File: config.mk
export PLATFORM = sky130hd
export DESIGN_NAME = hawk_top
export DESIGN_NICKNAME = d
export VERILOG_FILES = /design/src/hawk_pkg.sv /design/src/hawk_ctrl.sv /design/src/hawk_pgwr_mngr.sv /design/src/hawk_axi_wr_port.sv /design/src/hawk_top.sv
export SDC_FILE = /design/constraint.sdc
export NUM_CORES = 1
export LEC_CHECK = 0
export ABC_AREA = 1
export ABC_CLOCK_PERIOD_IN_PS = 20000
export BUFFER_PORTS_ARGS = -buffer_cell sky130_fd_sc_hd__buf_4
export CAP_MARGIN = 15
export CORE_MARGIN = 2
export CORE_UTILIZATION = 35
export DETAILED_ROUTE_END_ITERATION = 16
export PLACE_DENSITY_LB_ADDON = 0.15
export SLEW_MARGIN = 20
export SYNTH_ARGS = -nofsm -noshare
export SYNTH_HDL_FRONTEND = slang
export SYNTH_SLANG_ARGS = --single-unit
File: constraint.sdc
create_clock -name clk_i -period 20 [get_ports clk_i]
set_clock_uncertainty 0.1 [all_clocks]
set_input_delay 6 -clock clk_i [delete_from_list [all_inputs] [get_ports clk_i]]
set_output_delay 6 -clock clk_i [all_outputs]
set_load 0.02 [all_outputs]
File: src/hawk_pkg.sv
// hawk shared definitions
// bus widths, table entry layouts and the cache-line union
// used by the bring-up write path and its testbench model
package hawk_pkg;

	// AXI write channel sizing
	localparam int AXI_ADDR_W = 64;
	localparam int AXI_DATA_W = 512; // one full cache line per beat
	localparam int AXI_STRB_W = AXI_DATA_W / 8;

	// page numbers
	localparam int PPA_W = 48;

	// table geometry
	localparam int ATT_PER_LINE  = 8; // 64-bit entries
	localparam int LIST_PER_LINE = 4; // 128-bit entries
	localparam int LINE_BYTES    = 64; // address step per line

	// response codes on B
	localparam logic [1:0] AXI_RESP_OKAY   = 2'b00;
	localparam logic [1:0] AXI_RESP_SLVERR = 2'b10;

	// one ATT slot, 64 bits
	typedef struct packed {
		logic [3:0]       sts;     // entry state
		logic [PPA_W-1:0] way;     // mapped page
		logic [11:0]      zpd_cnt; // zero page count
	} att_entry_t;

	// one free list node, 128 bits
	typedef struct packed {
		logic [15:0]      rsvd;
		logic [PPA_W-1:0] way;  // physical page held by the node
		logic [31:0]      prev; // 0 is NULL
		logic [31:0]      next; // 0 is NULL
	} list_entry_t;

	// a write data word seen as either table
	// entry 0 sits in the low bits of the line
	typedef union packed {
		logic [AXI_DATA_W-1:0]                raw;
		att_entry_t  [ATT_PER_LINE-1:0]       att;
		list_entry_t [LIST_PER_LINE-1:0]      list;
	} hawk_line_u;

endpackage

File: src/hawk_ctrl.sv
// hawk control unit, bring-up mode only
// a start strobe runs ATT init and then list init,
// init_done is held once both tables are written
`timescale 1ns/1ps

module hawk_ctrl (
	input  logic clk_i,
	input  logic rst_ni,
	input  logic start,     // one-cycle strobe
	input  logic att_done,  // from write manager
	input  logic list_done,
	output logic init_att,  // phase strobes to write manager
	output logic init_list,
	output logic init_done, // level until next start
	output logic err_clr    // clears sticky write error in the port
);

	localparam logic [1:0] S_IDLE = 2'd0;
	localparam logic [1:0] S_ATT  = 2'd1;
	localparam logic [1:0] S_LIST = 2'd2;

	logic [1:0] state;

	// only an accepted start clears the error
	assign err_clr = start & (state == S_IDLE);

	always_ff @(posedge clk_i or negedge rst_ni) begin
		if (!rst_ni) begin
			state     <= S_IDLE;
			init_att  <= 1'b0;
			init_list <= 1'b0;
			init_done <= 1'b0;
		end else begin
			init_att  <= 1'b0; // strobes last one cycle
			init_list <= 1'b0;
			case (state)
				S_IDLE: begin
					if (start) begin
						state     <= S_ATT;
						init_att  <= 1'b1;
						init_done <= 1'b0; // new sequence, drop done
					end
				end
				S_ATT: begin
					if (att_done) begin
						state     <= S_LIST;
						init_list <= 1'b1;
					end
				end
				S_LIST: begin
					if (list_done) begin
						state     <= S_IDLE;
						init_done <= 1'b1;
					end
				end
				default: state <= S_IDLE;
			endcase
		end
	end

endmodule

File: src/hawk_pgwr_mngr.sv
// page table write manager
// walks the ATT and list regions one cache line at a time,
// zero lines for ATT, one long doubly linked free list for the list table
`timescale 1ns/1ps

module hawk_pgwr_mngr import hawk_pkg::*; #(
	parameter logic [AXI_ADDR_W-1:0] ATT_BASE       = 64'h1000,
	parameter logic [AXI_ADDR_W-1:0] LIST_BASE      = 64'h8000,
	parameter logic [PPA_W-1:0]      PPA_START      = 48'h100,
	parameter int                    ATT_ENTRY_CNT  = 64,
	parameter int                    LIST_ENTRY_CNT = 32
) (
	input  logic                  clk_i,
	input  logic                  rst_ni,
	input  logic                  init_att,   // phase strobes from ctrl
	input  logic                  init_list,
	input  logic                  port_busy,  // line in flight on AXI
	output logic                  line_vld,   // one-cycle strobe to the port
	output logic [AXI_ADDR_W-1:0] line_addr,
	output hawk_line_u            line_data,
	output logic                  att_done,   // one-cycle strobes back to ctrl
	output logic                  list_done
);

	localparam int ATT_LINES  = ATT_ENTRY_CNT / ATT_PER_LINE;
	localparam int LIST_LINES = LIST_ENTRY_CNT / LIST_PER_LINE;
	localparam int MAX_LINES  = (ATT_LINES > LIST_LINES) ? ATT_LINES : LIST_LINES;
	localparam int CNT_W      = $clog2(MAX_LINES + 1);

	localparam logic [31:0] LAST_ENT = 32'(LIST_ENTRY_CNT - 1); // tail of the free list

	localparam logic [1:0] S_IDLE = 2'd0;
	localparam logic [1:0] S_ATT  = 2'd1;
	localparam logic [1:0] S_LIST = 2'd2;

	logic [1:0]       state;
	logic [CNT_W-1:0] lines_left; // lines still to issue after the current one
	logic [31:0]      ent_idx;    // first list entry of the next line
	logic             slot_free;  // port idle and no strobe this cycle
	logic             issue;
	logic             finish;

	// all-zero ATT line, built through the entry view
	function automatic hawk_line_u att_line();
		hawk_line_u ln;
		for (int i = 0; i < ATT_PER_LINE; i++) begin
			ln.att[i].sts     = '0; // invalid
			ln.att[i].way     = '0;
			ln.att[i].zpd_cnt = '0;
		end
		return ln;
	endfunction

	// four list nodes starting at entry number first
	function automatic hawk_line_u list_line(input logic [31:0] first);
		hawk_line_u  ln;
		logic [31:0] n;
		for (int i = 0; i < LIST_PER_LINE; i++) begin
			n                  = first + 32'(i);
			ln.list[i].rsvd    = '0;
			ln.list[i].way     = PPA_START + PPA_W'(n); // pages handed out in order
			ln.list[i].prev    = (n == 32'd0) ? 32'd0 : n - 32'd1; // head has NULL prev
			ln.list[i].next    = (n == LAST_ENT) ? 32'd0 : n + 32'd1; // tail has NULL next
		end
		return ln;
	endfunction

	assign slot_free = (state != S_IDLE) & ~line_vld & ~port_busy;
	assign issue     = slot_free & (lines_left != '0);
	assign finish    = slot_free & (lines_left == '0); // replaces the line after the last

	// control state
	always_ff @(posedge clk_i or negedge rst_ni) begin
		if (!rst_ni) begin
			state      <= S_IDLE;
			line_vld   <= 1'b0;
			att_done   <= 1'b0;
			list_done  <= 1'b0;
			lines_left <= '0;
			ent_idx    <= '0;
		end else begin
			line_vld  <= 1'b0;
			att_done  <= 1'b0;
			list_done <= 1'b0;
			case (state)
				S_IDLE: begin
					if (init_att) begin
						state      <= S_ATT;
						line_vld   <= 1'b1; // first line right away
						lines_left <= CNT_W'(ATT_LINES - 1);
					end else if (init_list) begin
						state      <= S_LIST;
						line_vld   <= 1'b1;
						lines_left <= CNT_W'(LIST_LINES - 1);
						ent_idx    <= 32'(LIST_PER_LINE); // line 0 holds entries 0..3
					end
				end
				S_ATT, S_LIST: begin
					if (issue) begin
						line_vld   <= 1'b1;
						lines_left <= lines_left - 1'b1;
						if (state == S_LIST)
							ent_idx <= ent_idx + 32'(LIST_PER_LINE);
					end else if (finish) begin
						state     <= S_IDLE;
						att_done  <= (state == S_ATT);
						list_done <= (state == S_LIST);
					end
				end
				default: state <= S_IDLE;
			endcase
		end
	end

	// line payload, loaded together with line_vld
	always_ff @(posedge clk_i) begin
		if (state == S_IDLE) begin
			if (init_att) begin
				line_addr <= ATT_BASE;
				line_data <= att_line();
			end else if (init_list) begin
				line_addr <= LIST_BASE;
				line_data <= list_line(32'd0);
			end
		end else if (issue) begin
			line_addr <= line_addr + AXI_ADDR_W'(LINE_BYTES); // next line in the region
			line_data <= (state == S_ATT) ? att_line() : list_line(ent_idx);
		end
	end

endmodule

File: src/hawk_axi_wr_port.sv
// AXI4 write master, one full-line beat per transfer
// AW and W complete independently, B is always accepted
// and a non-OKAY response sets a sticky error
`timescale 1ns/1ps

module hawk_axi_wr_port import hawk_pkg::*; (
	input  logic                  clk_i,
	input  logic                  rst_ni,
	input  logic                  line_vld,  // strobe from write manager
	input  logic                  err_clr,
	input  logic [AXI_ADDR_W-1:0] line_addr,
	input  hawk_line_u            line_data,
	input  logic                  awready,
	input  logic                  wready,
	input  logic                  bvalid,
	input  logic [1:0]            bresp,
	output logic                  port_busy, // high until B is taken
	output logic                  awvalid,
	output logic                  wvalid,
	output logic                  bready,
	output logic                  wr_err,    // sticky
	output logic [AXI_ADDR_W-1:0] awaddr,
	output logic [AXI_DATA_W-1:0] wdata,
	output logic [AXI_STRB_W-1:0] wstrb
);

	logic b_take;

	assign bready = 1'b1;        // responses never stalled
	assign wstrb  = '1;          // bring-up lines are always full
	assign b_take = port_busy & bvalid;

	// channel valids and busy flag
	always_ff @(posedge clk_i or negedge rst_ni) begin
		if (!rst_ni) begin
			port_busy <= 1'b0;
			awvalid   <= 1'b0;
			wvalid    <= 1'b0;
		end else begin
			if (line_vld) begin
				port_busy <= 1'b1;
				awvalid   <= 1'b1; // both channels rise together
				wvalid    <= 1'b1;
			end else begin
				if (awvalid && awready)
					awvalid <= 1'b0; // address accepted
				if (wvalid && wready)
					wvalid <= 1'b0;  // data accepted
				if (b_take)
					port_busy <= 1'b0;
			end
		end
	end

	// sticky error on bad response
	always_ff @(posedge clk_i or negedge rst_ni) begin
		if (!rst_ni)
			wr_err <= 1'b0;
		else if (err_clr)
			wr_err <= 1'b0;
		else if (b_take && (bresp != AXI_RESP_OKAY))
			wr_err <= 1'b1;
	end

	// address and data held stable while the valids are up
	always_ff @(posedge clk_i) begin
		if (line_vld) begin
			awaddr <= line_addr;
			wdata  <= line_data.raw;
		end
	end

endmodule

File: src/hawk_top.sv
// hawk bring-up subsystem
// control unit, page table write manager and AXI write port
`timescale 1ns/1ps

module hawk_top import hawk_pkg::*; #(
	parameter logic [AXI_ADDR_W-1:0] ATT_BASE       = 64'h1000,
	parameter logic [AXI_ADDR_W-1:0] LIST_BASE      = 64'h8000,
	parameter logic [PPA_W-1:0]      PPA_START      = 48'h100,
	parameter int                    ATT_ENTRY_CNT  = 64, // multiple of 8
	parameter int                    LIST_ENTRY_CNT = 32  // multiple of 4
) (
	input  logic                  clk_i,
	input  logic                  rst_ni,
	input  logic                  start,
	output logic                  init_done,
	output logic                  wr_err,
	// AXI AW
	output logic [AXI_ADDR_W-1:0] awaddr,
	output logic                  awvalid,
	input  logic                  awready,
	// AXI W
	output logic [AXI_DATA_W-1:0] wdata,
	output logic [AXI_STRB_W-1:0] wstrb,
	output logic                  wvalid,
	input  logic                  wready,
	// AXI B
	input  logic [1:0]            bresp,
	input  logic                  bvalid,
	output logic                  bready
);

	logic                  init_att;  // ctrl to manager
	logic                  init_list;
	logic                  att_done;  // manager to ctrl
	logic                  list_done;
	logic                  err_clr;
	logic                  line_vld;  // manager to port
	logic [AXI_ADDR_W-1:0] line_addr;
	hawk_line_u            line_data;
	logic                  port_busy;

	hawk_ctrl u_ctrl (
		.clk_i(clk_i), .rst_ni(rst_ni), .start(start),
		.att_done(att_done), .list_done(list_done),
		.init_att(init_att), .init_list(init_list),
		.init_done(init_done), .err_clr(err_clr)
	);

	hawk_pgwr_mngr #(
		.ATT_BASE(ATT_BASE), .LIST_BASE(LIST_BASE), .PPA_START(PPA_START),
		.ATT_ENTRY_CNT(ATT_ENTRY_CNT), .LIST_ENTRY_CNT(LIST_ENTRY_CNT)
	) u_pgwr_mngr (
		.clk_i(clk_i), .rst_ni(rst_ni),
		.init_att(init_att), .init_list(init_list), .port_busy(port_busy),
		.line_vld(line_vld), .line_addr(line_addr), .line_data(line_data),
		.att_done(att_done), .list_done(list_done)
	);

	hawk_axi_wr_port u_wr_port (
		.clk_i(clk_i), .rst_ni(rst_ni),
		.line_vld(line_vld), .err_clr(err_clr),
		.line_addr(line_addr), .line_data(line_data),
		.awready(awready), .wready(wready), .bvalid(bvalid), .bresp(bresp),
		.port_busy(port_busy), .awvalid(awvalid), .wvalid(wvalid),
		.bready(bready), .wr_err(wr_err),
		.awaddr(awaddr), .wdata(wdata), .wstrb(wstrb)
	);

endmodule

==> results.toml, run 1 <==
[placement]
hpwlAfterDp_mm = 64.8
gp_congestion = 0.902
post-place-ws_ns = 13.20
portBuffers = 445
dp_cells = 4425
place_area_um2 = 38200

[synth]
synthArstFlopShare_pct = 5.77
yosysUniqueCellTypes = 52
yosysSeqAreaShare_pct = 71.5
synth_edf_count = 784
synth_commonest_cells = "edfxtp_1 (784), nor2_1 (440), nand2_1 (431)"
postSynthAreaPerCell_um2 = 12.3
ys_warn_count = 0
synthFlopType = "edfxtp_1"
syn_inst = 2811
synth_top_area_share_pct = 68.0
synth.most_common_cell = "edfxtp_1"
synthTopCellsByArea = "edfxtp_1 (68%), buf_4 (5.5%), nor2_1 (4.8%)"
synth_area_um2 = 34600
ys_ff_latch = 832
synth_top_cell_by_area = "edfxtp_1"

[layout]
syn2layout_area_growth_pct = 19.3
nets = 3263
instances_no_fill = 4596
n_antenna_cell = 0
fillers = 9282
drive_above_1_share_pct = 20.3
stdcell_area_um2 = 41300
finalCoreUtilization_pct = 42.1

[detailed_routing]
via_per_inst = 4.55
vias = 20900
routedWlPerCell_um = 20.5
dr.pass1.iters = 5
antenna_left = 0
drc = 0
drt_wl_total_mm = 94.3
drt-initial-drc-count = 1764

[cts]
cts_tree = "yes"
numCtsBuffers = 91
post_cts_resized = 0
htreeDepth = 3
clockRootBuffer = "clkbuf_16"
cts.sinks = 832
clk_path_buf_depth = 3
cts_hold_buf = 0
cts_setup_buffers = 0
clk_latency_ns = 0.67
cts.clk_slew.worst_paths_ns = 0.06

[floorplanning]
die_area_um2 = 101000
rows = 115
die_height_um = 318
ios = 653
die_x_um = 318
fp.coreArea_um2 = 98100
initial_core_util_pct = 35.3

[worst_setup_path]
crit-reg2reg-launch = "u_pgwr_mngr.state[0]$_DFFE_PN0P_"
cp.required_ns = 13.90
cp_cell_sequence = "buf_4"
cp-end-kind = "primary output"
cp_slowest_stage_delay_ns = 0.49
critical_path_class = "register to primary output"
crit_buf_inv = 1
cp_data_arrival_time_ns = 1.36
startpoint_type = "register"
crit_fanout = 8
slowest_stage = "edfxtp_1"
critPathTopFamily = "flip-flops"
cp-startpoint = "u_wr_port.wdata[450]$_DFFE_PP_"

[timing]
period_needed_ns = 7.46
hold_viol = 0
setup_ws_ns = 12.54
slew_headroom_pct = 27.4
rsz0062_at_grt = "no"
fin_hold_ws_ns = 0.295
fin_setup_tns_ns = 0
max_freq_mhz = 134
max_slew.worst_pin.slew_ns = 1.09
slew_viol_final = 0
fin_crit_sh_pct = 37.3
setup_violations = 0

[global_route]
track_usage_pct = 18.2
grt_first_pass_wirelength_mm = 136
grt_start_max_net_pins = 174
gr-total-overflow = 0
grt_pass1_vias = 20000
grt_antenna_before_repair = 3

[power_and_ir_drop]
switching_share_pct = 20.6
seqPwrFrac_pct = 51.8
peakVddDrop_uv = 64.6
total_power_mw = 3.62
internal_power_mw = 2.88
power_leakage_nw = 13.7
power_frac_clock_pct = 47.2
switching_power_uw = 746
power_frac_comb_pct = 1.0
powerDensity_nw_per_um2 = 87.8

[run_status]
status = "completed"

[worst_hold_path]
min_path_type = "register to register"
hp-start = "u_pgwr_mngr.line_data[18]$_SDFFCE_PP0P_"

[flow_run]
cap_violations = 0
-- cell type report --
| type | count | area, um2 | area share [%] |
|---|---|---|---|
| well taps | 1287 | 1610 | 3.90 |
| flip-flops and latches | 832 | 24700 | 59.9 |
| inverters | 209 | 792 | 1.92 |
| clock buffers | 108 | 2380 | 5.77 |
| clock inverters | 61 | 668 | 1.62 |
| multi-input cells | 1640 | 7560 | 18.3 |
| repair buffers | 459 | 3520 | 8.53 |
-- final timing paths --
kind / end / slack, ns / cells after the start
worst max register to register: u_pgwr_mngr.line_data[24]$_SDFFCE_PP0P_ / 16.20 / 8
min in group asynchronous: u_pgwr_mngr.ent_idx[27]$_DFFE_PN0P_ / 5.26 / 1
worst max-delay path: wdata[450] / 12.54 / 1
max in group asynchronous: u_pgwr_mngr.line_vld$_DFF_PN0_ / 13.92 / 1
worst min register to register: u_wr_port.wdata[18]$_DFFE_PP_ / 0.29 / 0
worst min-delay path: u_wr_port.wdata[18]$_DFFE_PP_ / 0.29 / 0
-- sequential cells by signal (all words and copies together), names as in the netlist, 2 cells and up --
| signal | cells |
|---|---|
| u_pgwr_mngr.lines_left | 4 |
| u_ctrl.state | 2 |
| u_pgwr_mngr.ent_idx | 30 |
| u_pgwr_mngr.line_data | 334 |
| u_pgwr_mngr.state | 2 |
| u_wr_port.awaddr | 58 |
| u_pgwr_mngr.line_addr | 58 |
| u_wr_port.wdata | 334 |
-- kinds of logic (layout without fill, tap and decap cells) --
group           count (synthesis)  in the layout  synth area share (%)
compound gates                267            267                  4.06
xor+xnor                       56             56                  1.44
fa+ha+maj                      22             22                 0.795
simple gates                 1088           1088                  13.3
other cells                     2            207                0.0217
buf+inv                       544            837                  8.94
flops                         832            832                  71.5
-- power groups by stage --
stage               logic, mW  registers, mW  clock network (mW)
floorplan              0.0647           1.91                   0
global placement       0.0369           1.91                   0
detailed placement     0.0369           1.91                   0
CTS                    0.0370           1.88                1.76
global route           0.0400           1.88                1.83
finish                 0.0378           1.88                1.71
-- layout by cell type, fill, tap and decap left out, drive strengths merged --
cell      instances
ha               22
nor3             32
clkbuf          108
buf             459
xnor2             8
o211ai            1
a32o              1
clkinvlp         10
nor2            472
inv             204
edfxtp          784
o21bai            3
a21o              1
nand3b            1
nand2           442
nand4            27
or2               7
o21a              8
nor3b             3
dfrtp            48
o22ai             4
and3              2
xor2             48
o21ai           105
nand3            96
clkinv           45
conb            207
and2              6
o31ai             3
a21oi           141
bufinv           11
-- layer usage --
layer	share of wire, %	track usage [%]	vias to the layer above
li1	-	-	9951
met1	42	23.6	10300
met2	50	30.5	593
met3	5.5	3.48	120
met4	2.6	5.98	0
met5	0	0	-
-- worst reg2reg max path, delay by kind of cell (launching register included) --
kind / cells / cell delay, ns
adders and majority gates: 1 / 0.23
buffers and inverters: 4 / 1.30
DFF: 1 / 0.43
and+or+nand+nor: 3 / 1.13
Power figures use the tool's default switching activity.
==> run 2: changes to the inputs <==
--- a/config.mk
+++ b/config.mk
@@ -5,8 +5,8 @@
 export SDC_FILE = /design/constraint.sdc
 export NUM_CORES = 1
 export LEC_CHECK = 0
-export ABC_AREA = 1
-export ABC_CLOCK_PERIOD_IN_PS = 20000
+export ABC_AREA = 0
+export ABC_CLOCK_PERIOD_IN_PS = 7200
 export BUFFER_PORTS_ARGS = -buffer_cell sky130_fd_sc_hd__buf_4
 export CAP_MARGIN = 15
 export CORE_MARGIN = 2
==> constraint.sdc (replaced) <==
create_clock -name clk_i -period 7.2 [get_ports clk_i]
set_clock_uncertainty 0.1 [all_clocks]
set_input_delay 2.16 -clock clk_i [delete_from_list [all_inputs] [get_ports clk_i]]
set_output_delay 2.16 -clock clk_i [all_outputs]
set_load 0.02 [all_outputs]
==> run 2 against run 1 <==
Effect of this change: area after synthesis shrank 2.6%; sequential share of layout area grew 0.87 points; sequential cell count is the same; largest cell class unchanged; register-to-register slack lost 13 ns.
==> results.toml, run 2 <==
[run_status]
status = "completed"

[global_route]
grt_start_max_net_pins = 153
grt_antenna_before_repair = 2
track_usage_pct = 17.2
grt_pass1_vias = 18800
gr-total-overflow = 0
grt_first_pass_wirelength_mm = 126

[floorplanning]
ios = 653
initial_core_util_pct = 35.4
fp.coreArea_um2 = 95300
die_area_um2 = 98800
die_height_um = 314
die_x_um = 314
rows = 113

[layout]
final_common_cell = "edfxtp_1"
syn2layout_area_growth_pct = 20.7
drive_above_1_share_pct = 23.4
stdcell_area_um2 = 40700
final-seq-area_um2 = 24700
fillers = 8729
top_regs = "u_pgwr_mngr.line_data (334), u_wr_port.wdata (334)"
nets = 2756
layout_common_cells = "edfxtp_1 (784), buf_4 (477), nor2_1 (267), conb_1 (207), and2_1 (129)"
multi_input_area_um2 = 7300

[synth]
ys_warn_count = 0
yosysSeqAreaShare_pct = 73.4
ys_ff_latch = 832
synth_commonest_cells = "edfxtp_1 (784), nor2_1 (268), buf_4 (251)"
synth_area_um2 = 33700
synthTopCellsByArea = "edfxtp_1 (70%), buf_4 (5.6%), dfrtp_1 (3.6%)"
synthFlopType = "edfxtp_1"
synth_top_area_share_pct = 69.8
syn_inst = 2316
synth_edf_count = 784
yosysUniqueCellTypes = 63
synth_top_cell_by_area = "edfxtp_1"
synthArstFlopShare_pct = 5.77
postSynthAreaPerCell_um2 = 14.6
synth.most_common_cell = "edfxtp_1"

[cts]
post_cts_resized = 0
cts_hold_buf = 0
cts_tree = "yes"
htreeDepth = 3
cts.sinks = 832
cts_setup_buffers = 0
numCtsBuffers = 94
clockRootBuffer = "clkbuf_16"
cts.clk_slew.worst_paths_ns = 0.06
clk_path_buf_depth = 3
clk_latency_ns = 0.67

[timing]
fin_crit_sh_pct = 51.5
setup_violations = 0
max_freq_mhz = 270
hold_viol = 0
slew_headroom_pct = 20.7
slew_viol_final = 0
max_slew.worst_pin.slew_ns = 1.18
fin_hold_ws_ns = 0.311
rsz0062_at_grt = "no"
fin_setup_tns_ns = 0
period_needed_ns = 3.71

[worst_setup_path]
startpoint_type = "register"
cp_cell_sequence = "inv_1, ha_1, nand3_1, o41ai_4, buf_4, a21oi_1"
cp-end-kind = "register"
cp.required_ns = 7.48
slowest_stage = "inv_1"
cp_slowest_stage_delay_ns = 0.88
crit_fanout = 31
cp_data_arrival_time_ns = 3.98
critical_path_class = "register to register"

[detailed_routing]
wl_met1_mm = 36.7
vias = 19000
drt_wl_total_mm = 87.1
dr.pass1.iters = 6
antenna_left = 0
wl_met2_mm = 42.2
top_layer = "met4"
routedWlPerCell_um = 21.4
drc = 0
drt-initial-drc-count = 1282
via_per_inst = 4.68
route.met3.wl_mm = 6.09

[placement]
gp_congestion = 0.813
hpwlAfterDp_mm = 57.7
place_area_um2 = 37300
portBuffers = 445

[power_and_ir_drop]
total_power_mw = 12.0
power_leakage_nw = 14.6
powerDensity_nw_per_um2 = 295
peakVddDrop_uv = 187

[worst_hold_path]
min_path_type = "register to register"

[flow_run]
cap_violations = 0
## run 2: final cells by class
type	count	share of cell area (%)
clock buffers	104	5.92
diodes	1	0.00615
clock inverters	72	2.16
well taps	1265	3.89
multi-input cells	1285	17.9
inverters	33	0.304
flip-flops and latches	832	60.8
repair buffers	480	8.97
## run 2: path summary, 6_finish.rpt
kind / to / start / slack, ns / depth (start not counted)
max: u_pgwr_mngr.line_data[49]$_SDFFCE_PP0P_ / u_pgwr_mngr.ent_idx[8]$_DFFE_PN0P_ / 3.49 / 6
min: u_wr_port.wdata[478]$_DFFE_PP_ / u_pgwr_mngr.line_data[478]$_SDFFCE_PN0P_ / 0.31 / 0
max reg2reg: u_pgwr_mngr.line_data[49]$_SDFFCE_PP0P_ / u_pgwr_mngr.ent_idx[8]$_DFFE_PN0P_ / 3.49 / 6
min reg2reg: u_wr_port.wdata[478]$_DFFE_PP_ / u_pgwr_mngr.line_data[478]$_SDFFCE_PN0P_ / 0.31 / 0
max in group asynchronous: u_pgwr_mngr.line_vld$_DFF_PN0_ / rst_ni / 4.98 / 1
min in group asynchronous: u_wr_port.wvalid$_DFFE_PN0P_ / rst_ni / 1.42 / 1
## run 2: per-stage QoR
stage                     utilization (%)  instances  setup WS [ns]
after floorplan                         -       2521          0.776
after global placement               39.2       3893           3.55
after detailed placement             39.2       3893           3.49
after CTS                            42.6       4069           3.46
after global routing                 42.7       4071           3.41
final                                42.7       4072           3.49
## run 2: logic make-up after synthesis
family          count (synthesis)  share of synthesized area (%)
other cells                     2                         0.0223
fa+ha+maj                      22                          0.816
mux                             5                          0.160
flops                         832                           73.4
buf+inv                       404                           7.39
compound gates                155                           2.81
simple gates                  740                           11.4
xor+xnor                      156                           4.05
## run 2: routing by layer
layer	up-vias	GRT usage (%)
li1	8667	-
met1	9470	22.5
met2	783	28.3
met3	120	4.01
met4	0	5.61
met5	-	0
## run 2: power breakdown
| part | internal, mW | total (mW) | switching (mW) |
|---|---|---|---|
| registers | 5.75 | 5.91 | 0.162 |
| clock network | 3.07 | 5.05 | 1.97 |
| logic | 0.242 | 1.06 | 0.817 |
| total | 9.07 | 12.0 | 2.95 |
## run 2: worst max-delay path, delay by kind of cell, from the launching register on
family | cells | cell delay, ns
DFF | 1 | 0.66
AOI/OAI and AO/OA | 2 | 0.55
and+or+nand+nor | 1 | 0.48
adders and majority gates | 1 | 0.32
buffers and inverters | 2 | 1.31
==> run 3: changes to the inputs <==
--- a/config.mk
+++ b/config.mk
@@ -6,7 +6,7 @@
 export NUM_CORES = 1
 export LEC_CHECK = 0
 export ABC_AREA = 0
-export ABC_CLOCK_PERIOD_IN_PS = 7200
+export ABC_CLOCK_PERIOD_IN_PS = 3850
 export BUFFER_PORTS_ARGS = -buffer_cell sky130_fd_sc_hd__buf_4
 export CAP_MARGIN = 15
 export CORE_MARGIN = 2
==> constraint.sdc (replaced) <==
create_clock -name clk_i -period 3.85 [get_ports clk_i]
set_clock_uncertainty 0.1 [all_clocks]
set_input_delay 1.155 -clock clk_i [delete_from_list [all_inputs] [get_ports clk_i]]
set_output_delay 1.155 -clock clk_i [all_outputs]
set_load 0.02 [all_outputs]
==> run 3 against run 2 <==
Effect of this change: maximum frequency increased by 19%; register-to-register slack got worse by 2.8 ns; critical path depth unchanged; wire length increased by 0.12%; non-clock buffer count increased by 26; final area about the same; critical path type unchanged.
==> results.toml, run 3 (same netlist as run 2, synthesis figures left out) <==
[global_route]
gr-total-overflow = 0
grt_first_pass_wirelength_mm = 126
grt_antenna_before_repair = 1
grt_pass1_vias = 18700
grt_start_max_net_pins = 133
track_usage_pct = 17.2

[detailed_routing]
drt_wl_total_mm = 87.2
via_per_inst = 4.66
antenna_left = 0
routedWlPerCell_um = 21.3
dr.pass1.iters = 5
drc = 0
vias = 19100
drt-initial-drc-count = 1377

[layout]
instances_no_fill = 4087
top_regs = "u_pgwr_mngr.line_data (334), u_wr_port.wdata (334)"
syn2layout_area_growth_pct = 20.6
layout_common_cells = "edfxtp_1 (784), buf_4 (495), nor2_1 (266), conb_1 (207), and2_1 (129)"
final_common_cell = "edfxtp_1"
drive_above_1_share_pct = 23.9
nets = 2779

[cts]
clockRootBuffer = "clkbuf_16"
cts_setup_buffers = 0
numCtsBuffers = 91
post_cts_resized = 0
cts_hold_buf = 0
cts.clk_slew.worst_paths_ns = 0.06
clk_path_buf_depth = 3
htreeDepth = 3
cts_tree = "yes"
cts.sinks = 832
clk_latency_ns = 0.66

[floorplanning]
die_area_um2 = 98800
ios = 653
die_x_um = 314
die_height_um = 314
fp.coreArea_um2 = 95300
rows = 113
initial_core_util_pct = 35.4

[worst_setup_path]
critical_path_class = "register to register"
startpoint_type = "register"
crit_fanout = 28
cp_data_arrival_time_ns = 3.39
cp-end-kind = "register"
r2r.worst_path.cells = 6
cp.required_ns = 4.12

[timing]
setup_violations = 0
slew_viol_final = 0
fin_crit_sh_pct = 81.0
slew_headroom_pct = 27.6
rsz0062_at_grt = "no"
period_needed_ns = 3.12
max_freq_mhz = 321
max_slew.worst_pin.slew_ns = 1.09
hold_viol = 0

[placement]
gp_congestion = 0.858
hpwlAfterDp_mm = 60.2
portBuffers = 445
dp_cells = 3921

[worst_hold_path]
whs_path_depth = 0
min_path_type = "register to register"

[run_status]
status = "completed"

[power_and_ir_drop]
peakVddDrop_uv = 297
total_power_mw = 21.8
power_leakage_nw = 14.6
powerDensity_nw_per_um2 = 536

[flow_run]
cap_violations = 0
[run 3: changes by cell type in the layout (fill, tap and decap cells not counted), moves of 3 or more]
cell / delta
bufinv_16: -9
clkinv_1: -4
clkinv_8: -3
buf_12: +8
buf_4: +18
clkbuf_1: +6
o21ai_1: +20
o21ai_0: -20
[run 3: layer usage]
metal / vias to the layer above / track usage (%) / wire length (um) / part of all wire [%]
met1: 9465 / 22.6 / 36600 / 42
li1: 8710 / - / - / -
met3: 123 / 3.70 / 5780 / 6.6
met5: - / 0 / 0 / 0
met4: 0 / 5.03 / 2080 / 2.4
met2: 752 / 28.7 / 42800 / 49
[run 3: critical path, cell delays in order, from the launching register on]
cell and delay, ns:
dfrtp_1 0.60, buf_4 0.31, nor4_4 0.62, nand4_4 0.31, o41ai_4 0.34, buf_4 0.39
nor2_1 0.14
[run 3: layout make-up]
class	instances	area (um2)
Sequential cell	832	24700
Fill cell	8781	54600
Antenna cell	1	2.50
Multi-Input combinational cell	1285	7320
Clock buffer	111	2450
Inverter	33	124
Tap cell	1265	1580
Timing Repair Buffer	506	3930
Clock inverter	54	534
[run 3: through the flow]
step                      util [%]  TNS (ns)  area, um2  hold slack [ns]  setup WS, ns
after global routing          42.7         0      40700            0.314         0.592
after detailed placement      39.6         0      37700            0.305         0.732
after global placement        39.6         0      37700            0.302         0.763
after CTS                     42.7         0      40700            0.315         0.710
after floorplan                  -   -642.80      34600            0.300         -1.61
final                         42.7         0      40700            0.312         0.733
[run 3: report_power, final]
part | leakage, nW | switching (mW) | internal, mW
clock network | 1.46 | 3.56 | 5.12
logic | 5.27 | 1.55 | 0.537
registers | 7.84 | 0.311 | 10.7
[run 3: worst paths after layout]
check	endpoint	from	slack (ns)
worst max-delay path	u_pgwr_mngr.line_data[413]$_SDFFCE_PP0P_	u_pgwr_mngr.ent_idx[18]$_DFFE_PN0P_	0.73
worst min-delay path	u_wr_port.wdata[319]$_DFFE_PP_	u_pgwr_mngr.line_data[319]$_SDFFCE_PN0P_	0.31
worst max register to register	u_pgwr_mngr.line_data[413]$_SDFFCE_PP0P_	u_pgwr_mngr.ent_idx[18]$_DFFE_PN0P_	0.73
worst min register to register	u_wr_port.wdata[319]$_DFFE_PP_	u_pgwr_mngr.line_data[319]$_SDFFCE_PN0P_	0.31
max in group asynchronous	u_pgwr_mngr.line_vld$_DFF_PN0_	rst_ni	2.62
min in group asynchronous	u_wr_port.awvalid$_DFFE_PN0P_	rst_ni	0.44
